### src/design/seq_ctrl_regs.sv
/*
 * Sequencer configuration registers.
 * Read capture delay, DDR clock enable level and soft DDR reset,
 * written one at a time over a small address/data port.
 */
`timescale 1ns/1ps

module seq_ctrl_regs (
    input  logic       mclk,
    input  logic       rst,
    input  logic       cfg_we,
    input  logic [1:0] cfg_addr,
    input  logic [7:0] cfg_data,
    output logic [3:0] wbuf_delay,
    output logic       cke_en,
    output logic       ddr_rst
);

    localparam logic [1:0] REG_WBUF_DLY = 2'd0; // capture delay, 0..15
    localparam logic [1:0] REG_CKE_EN   = 2'd1; // cke level before xor
    localparam logic [1:0] REG_DDR_RST  = 2'd2; // soft reset, aborts sequence

    always_ff @(posedge mclk or posedge rst) begin
        if (rst) begin
            wbuf_delay <= '0;
            cke_en     <= 1'b0;   // cke low out of reset
            ddr_rst    <= 1'b0;
        end else if (cfg_we) begin
            case (cfg_addr)
                REG_WBUF_DLY: wbuf_delay <= cfg_data[3:0];
                REG_CKE_EN:   cke_en     <= cfg_data[0];
                REG_DDR_RST:  ddr_rst    <= cfg_data[0];
                default: begin
                    // address 3 unused, writes ignored
                end
            endcase
        end
    end

endmodule

### config.mk
export PLATFORM = sky130hd
export DESIGN_NAME = seq_ctrl_regs
export DESIGN_NICKNAME = d
export VERILOG_FILES = /design/src/design/seq_ctrl_regs.sv
export SDC_FILE = /design/constraint.sdc
export NUM_CORES = 1
export LEC_CHECK = 0
export BUFFER_PORTS_ARGS = -buffer_cell sky130_fd_sc_hd__buf_2
export CAP_MARGIN = 20
export CELL_PAD_IN_SITES_DETAIL_PLACEMENT = 0
export CELL_PAD_IN_SITES_GLOBAL_PLACEMENT = 1
export CORE_AREA = 2 2 39 41
export CTS_CLUSTER_SIZE = 8
export DETAILED_ROUTE_END_ITERATION = 7
export DIE_AREA = 0 0 41 43
export PLACE_DENSITY_LB_ADDON = 0.12
export SYNTH_ARGS = -nofsm -noshare
export SYNTH_HDL_FRONTEND = slang
export SYNTH_SLANG_ARGS = --single-unit
### constraint.sdc
create_clock -name mclk -period 0.9 [get_ports mclk]
set_input_delay 0.045 -clock mclk [delete_from_list [all_inputs] [get_ports mclk]]
set_output_delay 0.045 -clock mclk [all_outputs]
set_load 0.02 [all_outputs]
==> Implementation_results.wiki <==
{| class="wikitable"
! Metric !! Value
|-
| Maximum number of pins on one net before global-route repair || 7
|-
| Number of placed cells counting well taps || 46
|-
| Area share of the leading cell type in the synthesized netlist || 58.8%
|-
| Seq/Total Area, Yosys || 58.8%
|-
| Maximum vdd drop || 0.555 mV
|-
| Dominant cells by area after synthesis || dfrtp_1 (59%), mux2_2 (26%), nor3b_4 (7.4%)
|-
| Sort of element at the end of the critical path || output port
|-
| Clock latency on the worst-skew pair || 0.24 ns
|-
| Ports placed on the boundary || 19
|-
| CTS tree || done
|-
| Hold endpoint || wbuf_delay[3]$_DFFE_PP0P_
|-
| Final worst slack || 0.0919 ns
|-
| Count of different cell masters after synthesis || 5
|-
| Clk pin slew, worst setup/hold paths || 0.04 ns
|-
| Slowest CP cell || dfrtp_1
|-
| Cell type group with the largest total delay on the critical path || flip-flops
|-
| Deepest clock path buffer count || 2
|-
| Worst clock skew || 0 ns
|-
| Count of filler cells inserted in the layout || 156
|-
| Total wirelength of the detailed-routed design || 504 um
|-
| Iteration-0 DRC Markers || 2
|-
| Setup repair after global routing missed its margin || false
|-
| Crit path cell chain || buf_2
|-
| Register-to-Register Path Depth || 1
|-
| Worst stage delay on the critical path || 0.37 ns
|-
| Power Dens Cells || 2100 nW/um^2
|-
| Final net count || 49
|-
| # DRC || 0
|-
| Worst flop-to-flop path endpoint || ddr_rst$_DFFE_PP0P_
|-
| Worst Setup Path Type || flip-flop to output port
|-
| Final Max Tran Viols || 0
|-
| Worst-margin pin slew || 0.279 ns
|-
| Final Power || 0.793 mW
|-
| Reg2reg start || ddr_rst$_DFFE_PP0P_
|-
| Top achievable clock speed || 1240 MHz
|-
| Number of synthesized flops with an enable pin || 0
|-
| DRT antenna net count || 0
|-
| Kind of start point of the critical path || flip-flop
|-
| Synth Register Bits || 6
|-
| Antenna violations before repair || 0
|-
| Cell area after synthesis || 255 um^2
|-
| Register-to-register setup slack || 0.16 ns
|-
| Mapped Avg Cell Area || 16.0 um^2
|-
| Peak-usage layer in the global routing report || met4
|-
| Global-route wire length before repair || 690 um
|-
| Count of buffering cells on the critical path with inverters included || 1
|-
| Leakage power summed over all cells || 0.182 nW
|-
| Global Route Usage Sum || 6.57%
|-
| Share of final-layout standard cells stronger than drive strength 1 || 70.6%
|-
| PortBufs || 14
|-
| Number of vias after detailed routing || 191
|-
| Die height || 43 um
|-
| Instance count along the most critical hold path || 2
|-
| Met3 demand-to-capacity share in global routing || 1.57%
|-
| Result of the run || finished clean
|-
| Total Die Area || 1760 um^2
|-
| Cell type with the highest aggregate area in the netlist || dfrtp_1
|-
| Dominant register cell in the synthesized netlist || dfrtp_1
|-
| Final count of negative-setup-slack endpoints || 0
|-
| First drt pass iteration count || 2
|-
| Area added between synthesis and finish || 48.0%
|-
| Worst slew margin || 81.4%
|-
| Num Clock Sinks || 6
|-
| Commonest cells in the synthesized netlist || dfrtp_1 (6), mux2_2 (6), nand3b_1 (2), inv_1 (1), nor3b_4 (1)
|-
| Count of synthesis-stage warnings from yosys || 0
|-
| Number of standard-cell rows in the floorplan || 14
|-
| Detailed-placement wirelength estimate || 407 um
|-
| Inserted Diodes || 0
|-
| Routed wire per std cell || 10.1 um
|-
| Final Instance Count excl. Fillers || 50
|-
| Number of nets in the synthesized netlist || 29
|-
| Vias/cell || 3.82
|-
| Gate count of the mapped netlist || 16
|-
| Number of resized instances in the post-cts repair step || 0
|-
| Hold wc startpoint || cfg_data[3]
|-
| Worst slack at placement || -0.0820 ns
|-
| Final Wtd Congestion || 0.562
|-
| Maximum fanout count along the critical path || 2
|-
| Placeable core region || 1380 um^2
|-
| Worst hold slack || 0.0375 ns
|-
| Worst path arrival time || 0.76 ns
|-
| Share of flip-flops with an asynchronous set or reset || 100%
|-
| CTS HTree Levels || 1
|-
| Met1 layer usage reported by global route || 8.22%
|-
| TritonCTS Buffers || 3
|-
| Clock root buffer || clkbuf_4
|-
| Worst path required time || 0.85 ns
|-
| Count of endpoints failing hold in the final timing report || 0
|-
| Total grt overflow || 0
|-
| Share of the cycle needed by the critical path after routing || 89.8%
|-
| Global routing usage on met2 || 6.88%
|-
| Via count of the first global-routing pass || 165
|-
| Hold WC Path Type || input port to flip-flop
|-
| Initial core utilization || 18.4%
|-
| Die width || 41 um
|-
| Period minus WS final || 0.808 ns
|-
| Number of max-cap violations || 0
|}
state kept, by name (all words and copies together), names as in the netlist:
register,count
cke_en,1
ddr_rst,1
wbuf_delay,4
power breakdown:
part,leakage (nW),total (mW),internal [mW],switching [mW]
clock network,0.0138,0.238,0.150,0.0879
logic,0.0977,0.212,0.0955,0.116
registers,0.0710,0.343,0.322,0.0211
per-layer routing:
metal / vias up / share of wire, %
met3: 0 / 12
met4: 0 / 0
li1: 94 / -
met2: 9 / 46
met5: - / 0
met1: 88 / 43
metrics by stage:
step,TNS (ns),cell area (um^2),util [%]
6_report,0,378,27.3
5_1_grt,0,378,27.3
4_1_cts,0,378,27.3
3_5_place_dp,-0.297,345,25.0
3_3_place_gp,-0.329,345,25.0
2_1_floorplan,0,255,-
repair_timing:
action | in CTS | in global routing
endpoints found under the setup margin | 0 | 0
buffers inserted | 0 | 0
hold endpoints to repair | 6 | 0
hold buffers | 1 | 0
placed cells by master, fill, tap and decap left out:
cell           instances
clkbuf_4               3
dlygate4sd3_1          1
mux2_2                 6
dfrtp_1                6
buf_2                 14
inv_1                  1
nor3b_4                1
nand3b_1               2
worst max path at each step:
| stage | startpoint | to | slack (ns) | cells after the start |
|---|---|---|---|---|
| after CTS | wbuf_delay[2]$_DFFE_PP0P_ | wbuf_delay[2] | 0.07 | 1 |
| final | wbuf_delay[1]$_DFFE_PP0P_ | wbuf_delay[1] | 0.09 | 1 |
| after global placement | cfg_addr[1] | wbuf_delay[0]$_DFFE_PP0P_ | -0.09 | 3 |
| after global routing | wbuf_delay[2]$_DFFE_PP0P_ | wbuf_delay[2] | 0.05 | 1 |
| after detailed placement | cfg_addr[1] | wbuf_delay[2]$_DFFE_PP0P_ | -0.08 | 3 |
| after floorplan | cke_en$_DFFE_PP0P_ | cke_en$_DFFE_PP0P_ | 0.07 | 1 |
logic make-up after synthesis:
logic type	after synthesis	share of synthesized area [%]
simple gates	3	13.2
flops	6	58.8
buf+inv	1	1.47
mux	6	26.5
layout make-up:
type	instances	area (um^2)	area share, %
inverter	1	3.75	0.993
sequential	6	150	39.7
multi-input combinational	9	101	26.8
clock buffer	3	22.5	5.96
timing repair buffer	15	80.1	21.2
tap	16	20.0	5.30
Note: power is estimated with default switching activity, not from simulation.
