**src/design/ddrc_seq_pkg.sv**
```systemverilog
/*
 * DDR3 command sequencer shared definitions.
 * Command word layout, pause and done encoding inside NOP words,
 * and the channel buffer word, address and channel types.
 */
package ddrc_seq_pkg;

    localparam int unsigned ADDRESS_NUMBER = 15;    // ddr3 address pins, 4Gb part
    localparam int unsigned CMD_ADDR_BITS  = 10;    // 1k words per command bank
    localparam int unsigned CMD_PAUSE_BITS = 10;    // pause length in a NOP word
    localparam int unsigned CMD_DONE_BIT   = 10;    // done flag position in sd_a field
    localparam int unsigned BUF_PAGE_BITS  = 2;     // 4 pages per channel buffer
    localparam int unsigned BUF_WORD_BITS  = 7;     // 128 words per page

    // one sequencer step, 32 bits total
    typedef struct packed {
        logic [5:0]                spare;     // reserved, keep zero
        logic                      add_pause; // force one NOP after this command
        logic                      buf_wr;    // capture sd_rdata into channel buffer
        logic                      buf_rd;    // send next buffer word on sd_wdata
        logic                      cke_inv;   // xor-ed with cke_en
        logic                      odt;
        logic                      we;        // active low
        logic                      cas;       // active low
        logic                      ras;       // active low
        logic [2:0]                ba;
        logic [ADDRESS_NUMBER-1:0] addr;      // pause/done bits when NOP
    } cmd_word_t;

    typedef logic [63:0] buf_word_t;                           // channel buffer data
    typedef logic [BUF_PAGE_BITS+BUF_WORD_BITS-1:0] buf_addr_t; // {page, word index}
    typedef logic [3:0] chn_sel_t;                             // channel number

endpackage
```
**src/design/cmd_sequencer.sv**
```systemverilog
/*
 * DDR3 command sequencer core.
 * Fetches command words from one of two banks, decodes NOP pause and
 * done, registers the DDR command pins and issues buffer strobes.
 */
`timescale 1ns/1ps

module cmd_sequencer
    import ddrc_seq_pkg::*;
(
    input  logic                      mclk,
    input  logic                      rst,
    input  logic                      run_seq,
    input  logic [CMD_ADDR_BITS:0]    run_addr,   // msb selects bank
    input  logic                      ddr_rst,
    input  logic                      cke_en,
    input  cmd_word_t                 cmd0_word,
    input  cmd_word_t                 cmd1_word,
    output logic [CMD_ADDR_BITS-1:0]  cmd_raddr,
    output logic                      cmd0_re,
    output logic                      cmd1_re,
    output logic                      run_busy,
    output logic                      run_done,
    output logic [ADDRESS_NUMBER-1:0] sd_a,
    output logic [2:0]                sd_ba,
    output logic                      sd_ras,
    output logic                      sd_cas,
    output logic                      sd_we,
    output logic                      sd_odt,
    output logic                      sd_cke,
    output logic                      buf_rd,
    output logic                      buf_wr
);

    logic [2:0]                cmd_busy;   // [0] fetch, [1] counter, [2] done check
    logic                      cmd_sel;    // 0 manual bank, 1 auto bank
    logic [CMD_ADDR_BITS-1:0]  cmd_addr;
    logic                      cmd_fetch;  // ram output valid this cycle
    logic [CMD_PAUSE_BITS-1:0] pause_cntr;
    logic                      done_pend;  // done NOP seen, waiting out its pause
    logic                      cke_inv_q;  // last cke_inv, held between commands
    cmd_word_t                 cmd_word;
    logic                      cmd_nop;
    logic                      cmd_done;
    logic [CMD_PAUSE_BITS-1:0] pause_len;
    logic                      pause;
    logic                      fetch_en;
    logic                      seq_end;

    assign cmd_word  = cmd_sel ? cmd1_word : cmd0_word;
    assign cmd_nop   = cmd_word.ras & cmd_word.cas & cmd_word.we;
    assign pause_len = cmd_word.addr[CMD_PAUSE_BITS-1:0];
    assign cmd_done  = cmd_nop & cmd_word.addr[CMD_DONE_BIT];

    // stop on the word itself, then hold until counter is nearly out
    assign pause = cmd_fetch ?
        (cmd_word.add_pause | cmd_done | (cmd_nop & (pause_len != '0))) :
        (done_pend | (pause_cntr[CMD_PAUSE_BITS-1:1] != '0));

    assign fetch_en  = cmd_busy[0] & ~pause & ~ddr_rst;
    assign cmd0_re   = fetch_en & ~cmd_sel;
    assign cmd1_re   = fetch_en & cmd_sel;
    assign cmd_raddr = cmd_addr;
    assign seq_end   = cmd_busy[2] & done_pend & (pause_cntr[CMD_PAUSE_BITS-1:1] == '0);
    assign run_busy  = cmd_busy[0];     // earliest stage
    assign buf_rd    = cmd_fetch & cmd_word.buf_rd; // ram read ahead of the pins
    assign buf_wr    = cmd_fetch & cmd_word.buf_wr;

    always_ff @(posedge mclk or posedge rst) begin
        if (rst) begin
            cmd_busy   <= '0;
            cmd_sel    <= 1'b0;
            cmd_addr   <= '0;
            cmd_fetch  <= 1'b0;
            pause_cntr <= '0;
            done_pend  <= 1'b0;
            run_done   <= 1'b0;
        end else begin
            if (ddr_rst || seq_end) cmd_busy <= '0;   // abort or finish
            else                    cmd_busy <= {cmd_busy[1:0], run_seq | cmd_busy[0]};
            if (run_seq) begin
                cmd_sel  <= run_addr[CMD_ADDR_BITS];
                cmd_addr <= run_addr[CMD_ADDR_BITS-1:0];
            end else if (fetch_en) begin
                cmd_addr <= cmd_addr + 1'b1;
            end
            cmd_fetch <= fetch_en;
            if (!cmd_busy[1])             pause_cntr <= '0;
            else if (cmd_fetch && cmd_nop) pause_cntr <= pause_len;   // zero for plain NOP
            else if (pause_cntr != '0)    pause_cntr <= pause_cntr - 1'b1;
            if (ddr_rst || seq_end)          done_pend <= 1'b0;
            else if (cmd_fetch && cmd_done) done_pend <= 1'b1;
            run_done <= seq_end & ~ddr_rst;   // no done pulse on abort
        end
    end

    // command pins, NOP whenever no word is valid
    always_ff @(posedge mclk or posedge rst) begin
        if (rst) begin
            sd_a      <= '0;
            sd_ba     <= '0;
            sd_ras    <= 1'b1;
            sd_cas    <= 1'b1;
            sd_we     <= 1'b1;
            sd_odt    <= 1'b0;
            sd_cke    <= 1'b0;
            cke_inv_q <= 1'b0;
        end else begin
            sd_ras <= cmd_fetch ? cmd_word.ras : 1'b1;
            sd_cas <= cmd_fetch ? cmd_word.cas : 1'b1;
            sd_we  <= cmd_fetch ? cmd_word.we  : 1'b1;
            if (cmd_fetch) begin
                sd_a      <= cmd_word.addr;
                sd_ba     <= cmd_word.ba;
                sd_odt    <= cmd_word.odt;      // level, held until next word
                cke_inv_q <= cmd_word.cke_inv;
            end
            sd_cke <= cke_en ^ (cmd_fetch ? cmd_word.cke_inv : cke_inv_q);
        end
    end

    a_start_idle: assert property (@(posedge mclk) disable iff (rst)
        run_seq |-> !run_busy);
    a_done_end: assert property (@(posedge mclk) disable iff (rst)
        run_done |-> $past(run_busy) && !run_busy);

endmodule

```
**config.mk**
```make
export PLATFORM = sky130hd
export DESIGN_NAME = cmd_sequencer
export DESIGN_NICKNAME = d
export VERILOG_FILES = /design/src/design/ddrc_seq_pkg.sv /design/src/design/cmd_sequencer.sv
export SDC_FILE = /design/constraint.sdc
export NUM_CORES = 1
export LEC_CHECK = 0
export BUFFER_PORTS_ARGS = -buffer_cell sky130_fd_sc_hd__buf_2
export CAP_MARGIN = 30
export CORE_ASPECT_RATIO = 0.6
export CORE_MARGIN = 4
export CORE_UTILIZATION = 40
export CTS_BUF_LIST = sky130_fd_sc_hd__clkbuf_8
export DETAILED_ROUTE_END_ITERATION = 8
export MAX_ROUTING_LAYER = met4
export PLACE_DENSITY = 0.7
export SKIP_LAST_GASP = 1
export SLEW_MARGIN = 0
export SYNTH_ARGS = -nofsm -noshare
export SYNTH_HDL_FRONTEND = slang
export SYNTH_SLANG_ARGS = --single-unit
```
**constraint.sdc**
```tcl
create_clock -name mclk -period 3 [get_ports mclk]
set_clock_uncertainty 0.15 [all_clocks]
set_input_delay 0.3 -clock mclk [delete_from_list [all_inputs] [get_ports mclk]]
set_output_delay 0.3 -clock mclk [all_outputs]
set_load 0.05 [all_outputs]
```
==> metrics.yaml, run 1 <==
run_status: "finished clean"
worstSkewPairLatency_ps: 300
synth_cells: 270
cts_resized: 0
critPathRequiredTime_ps: 2550
final_area_sq_um: 3440
finalHoldViolations: 0
cts.sinks: 51
postCtsSetupBuffers: 0
wl_met3_um: 405
dp_hpwl_um: 5590
drive_gt1_share_pct: 35.1
crit_fanout: 6
ctsHtreeMaxLevel: 2
finalSetupTns_ps: 0
antenna_found_initial: 0
final_common_cell: "buf_2"
cts_buffer_depth: 2
layout_common_cells: "106 x buf_2, 48 x dfrtp_1, 36 x nor2_1"
viasPerCell: 5.14
clock_power_share_pct: 14.6
ir_worst_vdd_v: 0.000501
p_seq_share_pct: 31.5
yosysSeqAreaShare_pct: 48.1
switching_power_mw: 1.68
relSlewSlack_pct: 56.4
critPathArrivalTime_ps: 2290
area_growth_pct: 29.4
numPortBuffers: 106
async_reset_ff_share_pct: 100
leakage_nw: 1.67
first_pass_iters: 4
clk_pin_slew_ps: 100
cp-end-kind: "output port"
fillers: 609
routed_wl_um: 6960
worst_pin_slew_ps: 650
yosysWarnings: 0
dpl-instance-area_sq_um: 3310
initialDrtViolationCount: 97
maxCapViolations: 0
power.density_nw_per_um2: 1010
finalNetCount: 461
diodes: 0
drc: 0
fp-row-count: 22
wl_met1_um: 3220
start_kind: "flop"
hp-class: "in2reg"
cts_root_buf: "clkbuf_8"
syn_area_sq_um: 2660
worst-r2r-setup-slack_ps: 540
grt_pass1_vias: 2302
wl_per_cell_um: 15.0
num_vias: 2378
overflow: 0
routabilityCongestion: 0.836
cts_tree: "built"
core_sq_um: 6280
start_util_pct: 42.4
syn_nets: 353
die_h_um: 71.2
worstSetupPathType: "reg2out"
setup_viol: 0
p_comb_share_pct: 53.9
grt_pass1_wl_um: 11200
fmax_mhz: 366
synth_area_per_cell_sq_um: 9.85
swShare_pct: 48.2
die_w_um: 113
internal_power_mw: 1.80
numCtsBuffers: 5
die_area_sq_um: 8060
grt_use_total_pct: 17.7
route.met2.wl_um: 3300
grt_max_degree: 38
io_pins: 119
slew_violations: 0
min_period_ps: 2740
antenna_left: 0
synth_cell_types: 39
ys_ff_latch: 51
synth_edf_count: 0
synth_ff_type: "dfrtp_1"
fin_crit_sh_pct: 91.2
rsz0062_at_grt: "no"
top_layer: "met4"
==> final timing paths <==
check                                    from            to  depth (start not counted)
worst max-delay path                  cmd_sel       cmd1_re                          6
worst min-delay path                   cke_en        sd_cke                          2
worst max register to register  pause_cntr[4]  cmd_raddr[6]                          6
worst min register to register    cmd_busy[2]      run_done                          2
max in group asynchronous                 rst        sd_cas                          4
min in group asynchronous                 rst      sd_ba[0]                          3
==> cell families after synthesis <==
kind of cell | synth area share (%)
buf+inv | 2.59
fa+ha+maj | 1.41
flops | 48.1
xor+xnor | 4.28
mux | 11.8
compound gates | 10.8
simple gates | 21.0
==> state kept, by name (all words and copies together), names as in the netlist, 3 cells and up <==
register    count
sd_a           15
cmd_busy        3
sd_ba           3
pause_cntr     10
cmd_raddr      10
==> power groups by stage <==
stage | Clock, mW | Sequential (mW) | Combinational, mW
CTS | 0.519 | 1.10 | 1.90
global route | 0.548 | 1.13 | 2.04
global placement | 0 | 1.10 | 1.86
finish | 0.508 | 1.10 | 1.88
detailed placement | 0 | 1.11 | 1.90
floorplan | 0 | 1.63 | 0.932
==> critical path, cell delays in order (launching register included) <==
cell,delay (ps)
dfrtp_1,470
nand2b_1,200
o21ai_0,380
a31oi_1,290
nor2_1,330
nor2b_1,90
buf_2,220
==> metrics by stage <==
step | setup slack, ps | utilization, % | hold WS, ps | instances | power [mW]
floorplan | 446 | - | 222 | 270 | 2.56
global placement | 580 | 52.4 | 338 | 453 | 2.96
detailed placement | 548 | 52.8 | 143 | 454 | 3.01
CTS | 256 | 54.8 | 7.79 | 463 | 3.52
global route | 102 | 54.8 | 0.839 | 463 | 3.72
finish | 265 | 54.8 | 18.1 | 463 | 3.48
==> timing repair <==
item                                    4_1_cts  5_1_grt
endpoints found under the hold margin        15        0
hold buffers                                  1        0
endpoints found under the setup margin        0        0
==> per-layer routing <==
metal  up-vias  global-route usage, %
met2        71                   27.7
li1       1182                      -
met3         2                   3.85
met4         0                   2.53
met1      1123                   24.2
met5         -                      -
==> cell usage after synthesis, types with 3 or more instances <==
library cell / count / area [sq um]
dfrtp_1: 48 / 1200
nor2_1: 36 / 135
mux2i_1: 28 / 280
nand2_1: 22 / 82.6
a21oi_1: 21 / 105
nand3_1: 11 / 55.1
a211oi_1: 8 / 60.1
clkbuf_1: 8 / 30.0
o21ai_0: 7 / 35.0
xnor2_1: 7 / 61.3
nor3_1: 6 / 30.0
xor2_1: 6 / 52.6
inv_1: 5 / 18.8
nor2b_1: 5 / 31.3
and2_1: 4 / 25.0
buf_1: 4 / 15.0
nor4_1: 4 / 25.0
o211ai_1: 4 / 30.0
or4_1: 4 / 30.0
dfstp_2: 3 / 78.8
ha_1: 3 / 37.5
mux2_2: 3 / 33.8
nand4_1: 3 / 18.8
==> final cells by class <==
type                    count  area, sq um  area share [%]
repair buffers            114          606            17.6
clock buffers               6         82.6            2.40
flip-flops and latches     51         1280            37.2
inverters                   5         18.8           0.545
multi-input cells         201         1310            38.1
well taps                  84          105            3.05
clock inverters             2         38.8            1.13
Note: power is estimated with default switching activity, not from simulation.
==> run 2: changes to the inputs <==
BUFFER_PORTS_ARGS = unset   (was -buffer_cell sky130_fd_sc_hd__buf_2)
CTS_BUF_LIST = unset   (was sky130_fd_sc_hd__clkbuf_8)
DONT_BUFFER_PORTS = 1   (was unset)
PLACE_DENSITY = 0.54   (was 0.7)
==> metrics.yaml, run 2 (synthesis gave the netlist of run 1 again) <==
run_status: "finished clean"
die_w_um: 113  # unchanged
r2r_start: "pause_cntr[5]"
power.density_nw_per_um2: 1050  # +4.1%
cts_root_buf: "clkbuf_8"
grt_use_total_pct: 17.8  # +0.17 points
grt_pass1_wl_um: 11100  # -1.1%
crit_path_frequent_cell: "nor4_4"
hold_start: "ddr_rst"
core_sq_um: 6280  # unchanged
layout_common_cells: "47 x dfrtp_1, 35 x nor2_1, 28 x mux2i_1"
ctsHtreeMaxLevel: 2  # unchanged
relSlewSlack_pct: 57.2  # +0.88 points
largest_reg_flops: 15  # unchanged
setup_viol: 0  # unchanged
finalNetCount: 383  # -17%
layout.core_utilization_pct: 50.4  # -4.4 points
final_area_sq_um: 3160  # -8.1%
critPathRequiredTime_ps: 3040  # +490 ps
initialDrtViolationCount: 74  # -24%
largest_register: "sd_a"
numPortBuffers: 0  # -100%
cts_tree: "built"
antenna_found_initial: 0  # unchanged
overflow: 0  # unchanged
first_pass_iters: 4  # unchanged
internal_power_mw: 1.70  # -5.8%
die_area_sq_um: 8060  # unchanged
worst_pin_slew_ps: 637  # -13.1 ps
start_util_pct: 42.4  # unchanged
num_vias: 2142  # -9.9%
start_kind: "flop"
dp.cells: 356  # -22%
antenna_left: 0  # unchanged
critPathArrivalTime_ps: 2830  # +540 ps
routabilityCongestion: 0.846  # +1.1%
fin_crit_sh_pct: 93.0  # +1.8 points
fp-row-count: 22  # unchanged
postCtsSetupBuffers: 0  # unchanged
worstPathCellList: "nor4_4 -> nand3_2 -> nor4_4 -> nor2_2 -> buf_4 -> mux2i_1 -> o21ai_0 -> dlygate4sd3_1"
wl_per_cell_um: 18.0  # +20%
dp_hpwl_um: 5230  # -6.5%
worstSetupPathType: "reg2reg"
p_seq_share_pct: 48.8  # +17 points
ir_worst_vdd_v: 0.000463  # -7.7%
switching_power_mw: 1.63  # -2.8%
swShare_pct: 49.0  # +0.76 points
slew_violations: 0  # unchanged
finalHoldViolations: 0  # unchanged
cts_buffer_depth: 2  # unchanged
fmax_mhz: 358  # -2.0%
area_growth_pct: 18.9
min_period_ps: 2790  # +54.9 ps
clk_pin_slew_ps: 90  # about the same
clock_power_share_pct: 14.8  # +0.2 points
worstSkewPairLatency_ps: 300  # about the same
slowest_stage: "dlygate4sd3_1"
numCtsBuffers: 5  # unchanged
finalSetupTns_ps: 0  # unchanged
crit_fanout: 5  # -1
die_h_um: 71.2  # unchanged
rsz0062_at_grt: "no"
critPathLaunch: "pause_cntr[5]"
critPathMaxStageDelay_ps: 580  # +110 ps
viasPerCell: 5.56  # +8.3%
maxCapViolations: 0  # unchanged
final_common_cell: "dfrtp_1"
p_comb_share_pct: 36.4  # -18 points
grt_max_degree: 46  # +21%
dpl-instance-area_sq_um: 2830  # -15%
cts.sinks: 51  # unchanged
hp-class: "in2reg"
drive_gt1_share_pct: 12.3  # -23 points
io_pins: 119  # unchanged
diodes: 0  # unchanged
finalNonFillerCells: 385  # -17%
routed_wl_um: 6910  # -0.62%
cp-end-kind: "flop"
grt_pass1_vias: 2084  # -9.5%
drc: 0  # unchanged
leakage_nw: 1.37  # -18%
==> run 2: routing by layer <==
metal | share of wire [%] | wire length (um) | GRT usage (%) | vias to the layer above
met3 | 6.3 | 437 | 5.13 | 9
met1 | 50 | 3440 | 25.5 | 1036
met2 | 43 | 2940 | 24.9 | 76
li1 | - | - | - | 1021
met5 | 0 | 0 | - | -
met4 | 1.4 | 97 | 4.00 | 0
==> run 2: metrics by stage <==
stage / worst slack (ps) / total power [mW] / hold slack [ps]
floorplan: 446 / 2.56 / 222
global placement: 581 / 2.82 / 63.6
detailed placement: 530 / 2.82 / 61.6
CTS: 41.2 / 3.35 / 0.0748
global route: 4.37 / 3.55 / 7.69
finish: 210 / 3.33 / 8.06
==> run 2: timing repair <==
action,in CTS,in global routing
setup endpoints to repair,0,1
hold endpoints to repair,34,1
resized for setup,0,4
hold buffers,20,1
==> run 2: area by class of cell <==
cell class	instances	area (sq um)
fillers	587	3110
clock inverters	2	35.0
clock buffers	6	82.6
repair buffers	36	327
inverters	5	18.8
flip-flops and latches	51	1280
well taps	84	105
multi-input cells	201	1310
==> run 2: power by group through the flow <==
stage	combinational (mW)	clock [mW]	sequential, mW
detailed placement	1.18	0	1.64
global placement	1.17	0	1.64
finish	1.21	0.492	1.63
global route	1.36	0.538	1.66
CTS	1.21	0.506	1.63
floorplan	0.932	0	1.63
==> run 2: path summary, 6_finish.rpt <==
| path | to | slack (ps) | cells past startpoint |
|---|---|---|---|
| min reg2reg | run_done | 370 | 2 |
| max | cmd_raddr[1] | 210 | 8 |
| min | cmd_busy[0] | 8 | 2 |
| max reg2reg | cmd_raddr[1] | 210 | 8 |
| max in group asynchronous | cmd_sel | 1740 | 3 |
| min in group asynchronous | cmd_raddr[5] | 300 | 2 |
==> run 2: worst max-delay path: cells and delay by family, from the launching register on <==
kind	cells	cell delay (ps)
AND/OR/NAND/NOR	4	1110
buffers and inverters	2	750
flip-flops	1	420
multiplexers	1	150
AO/OA/AOI/OAI	1	90
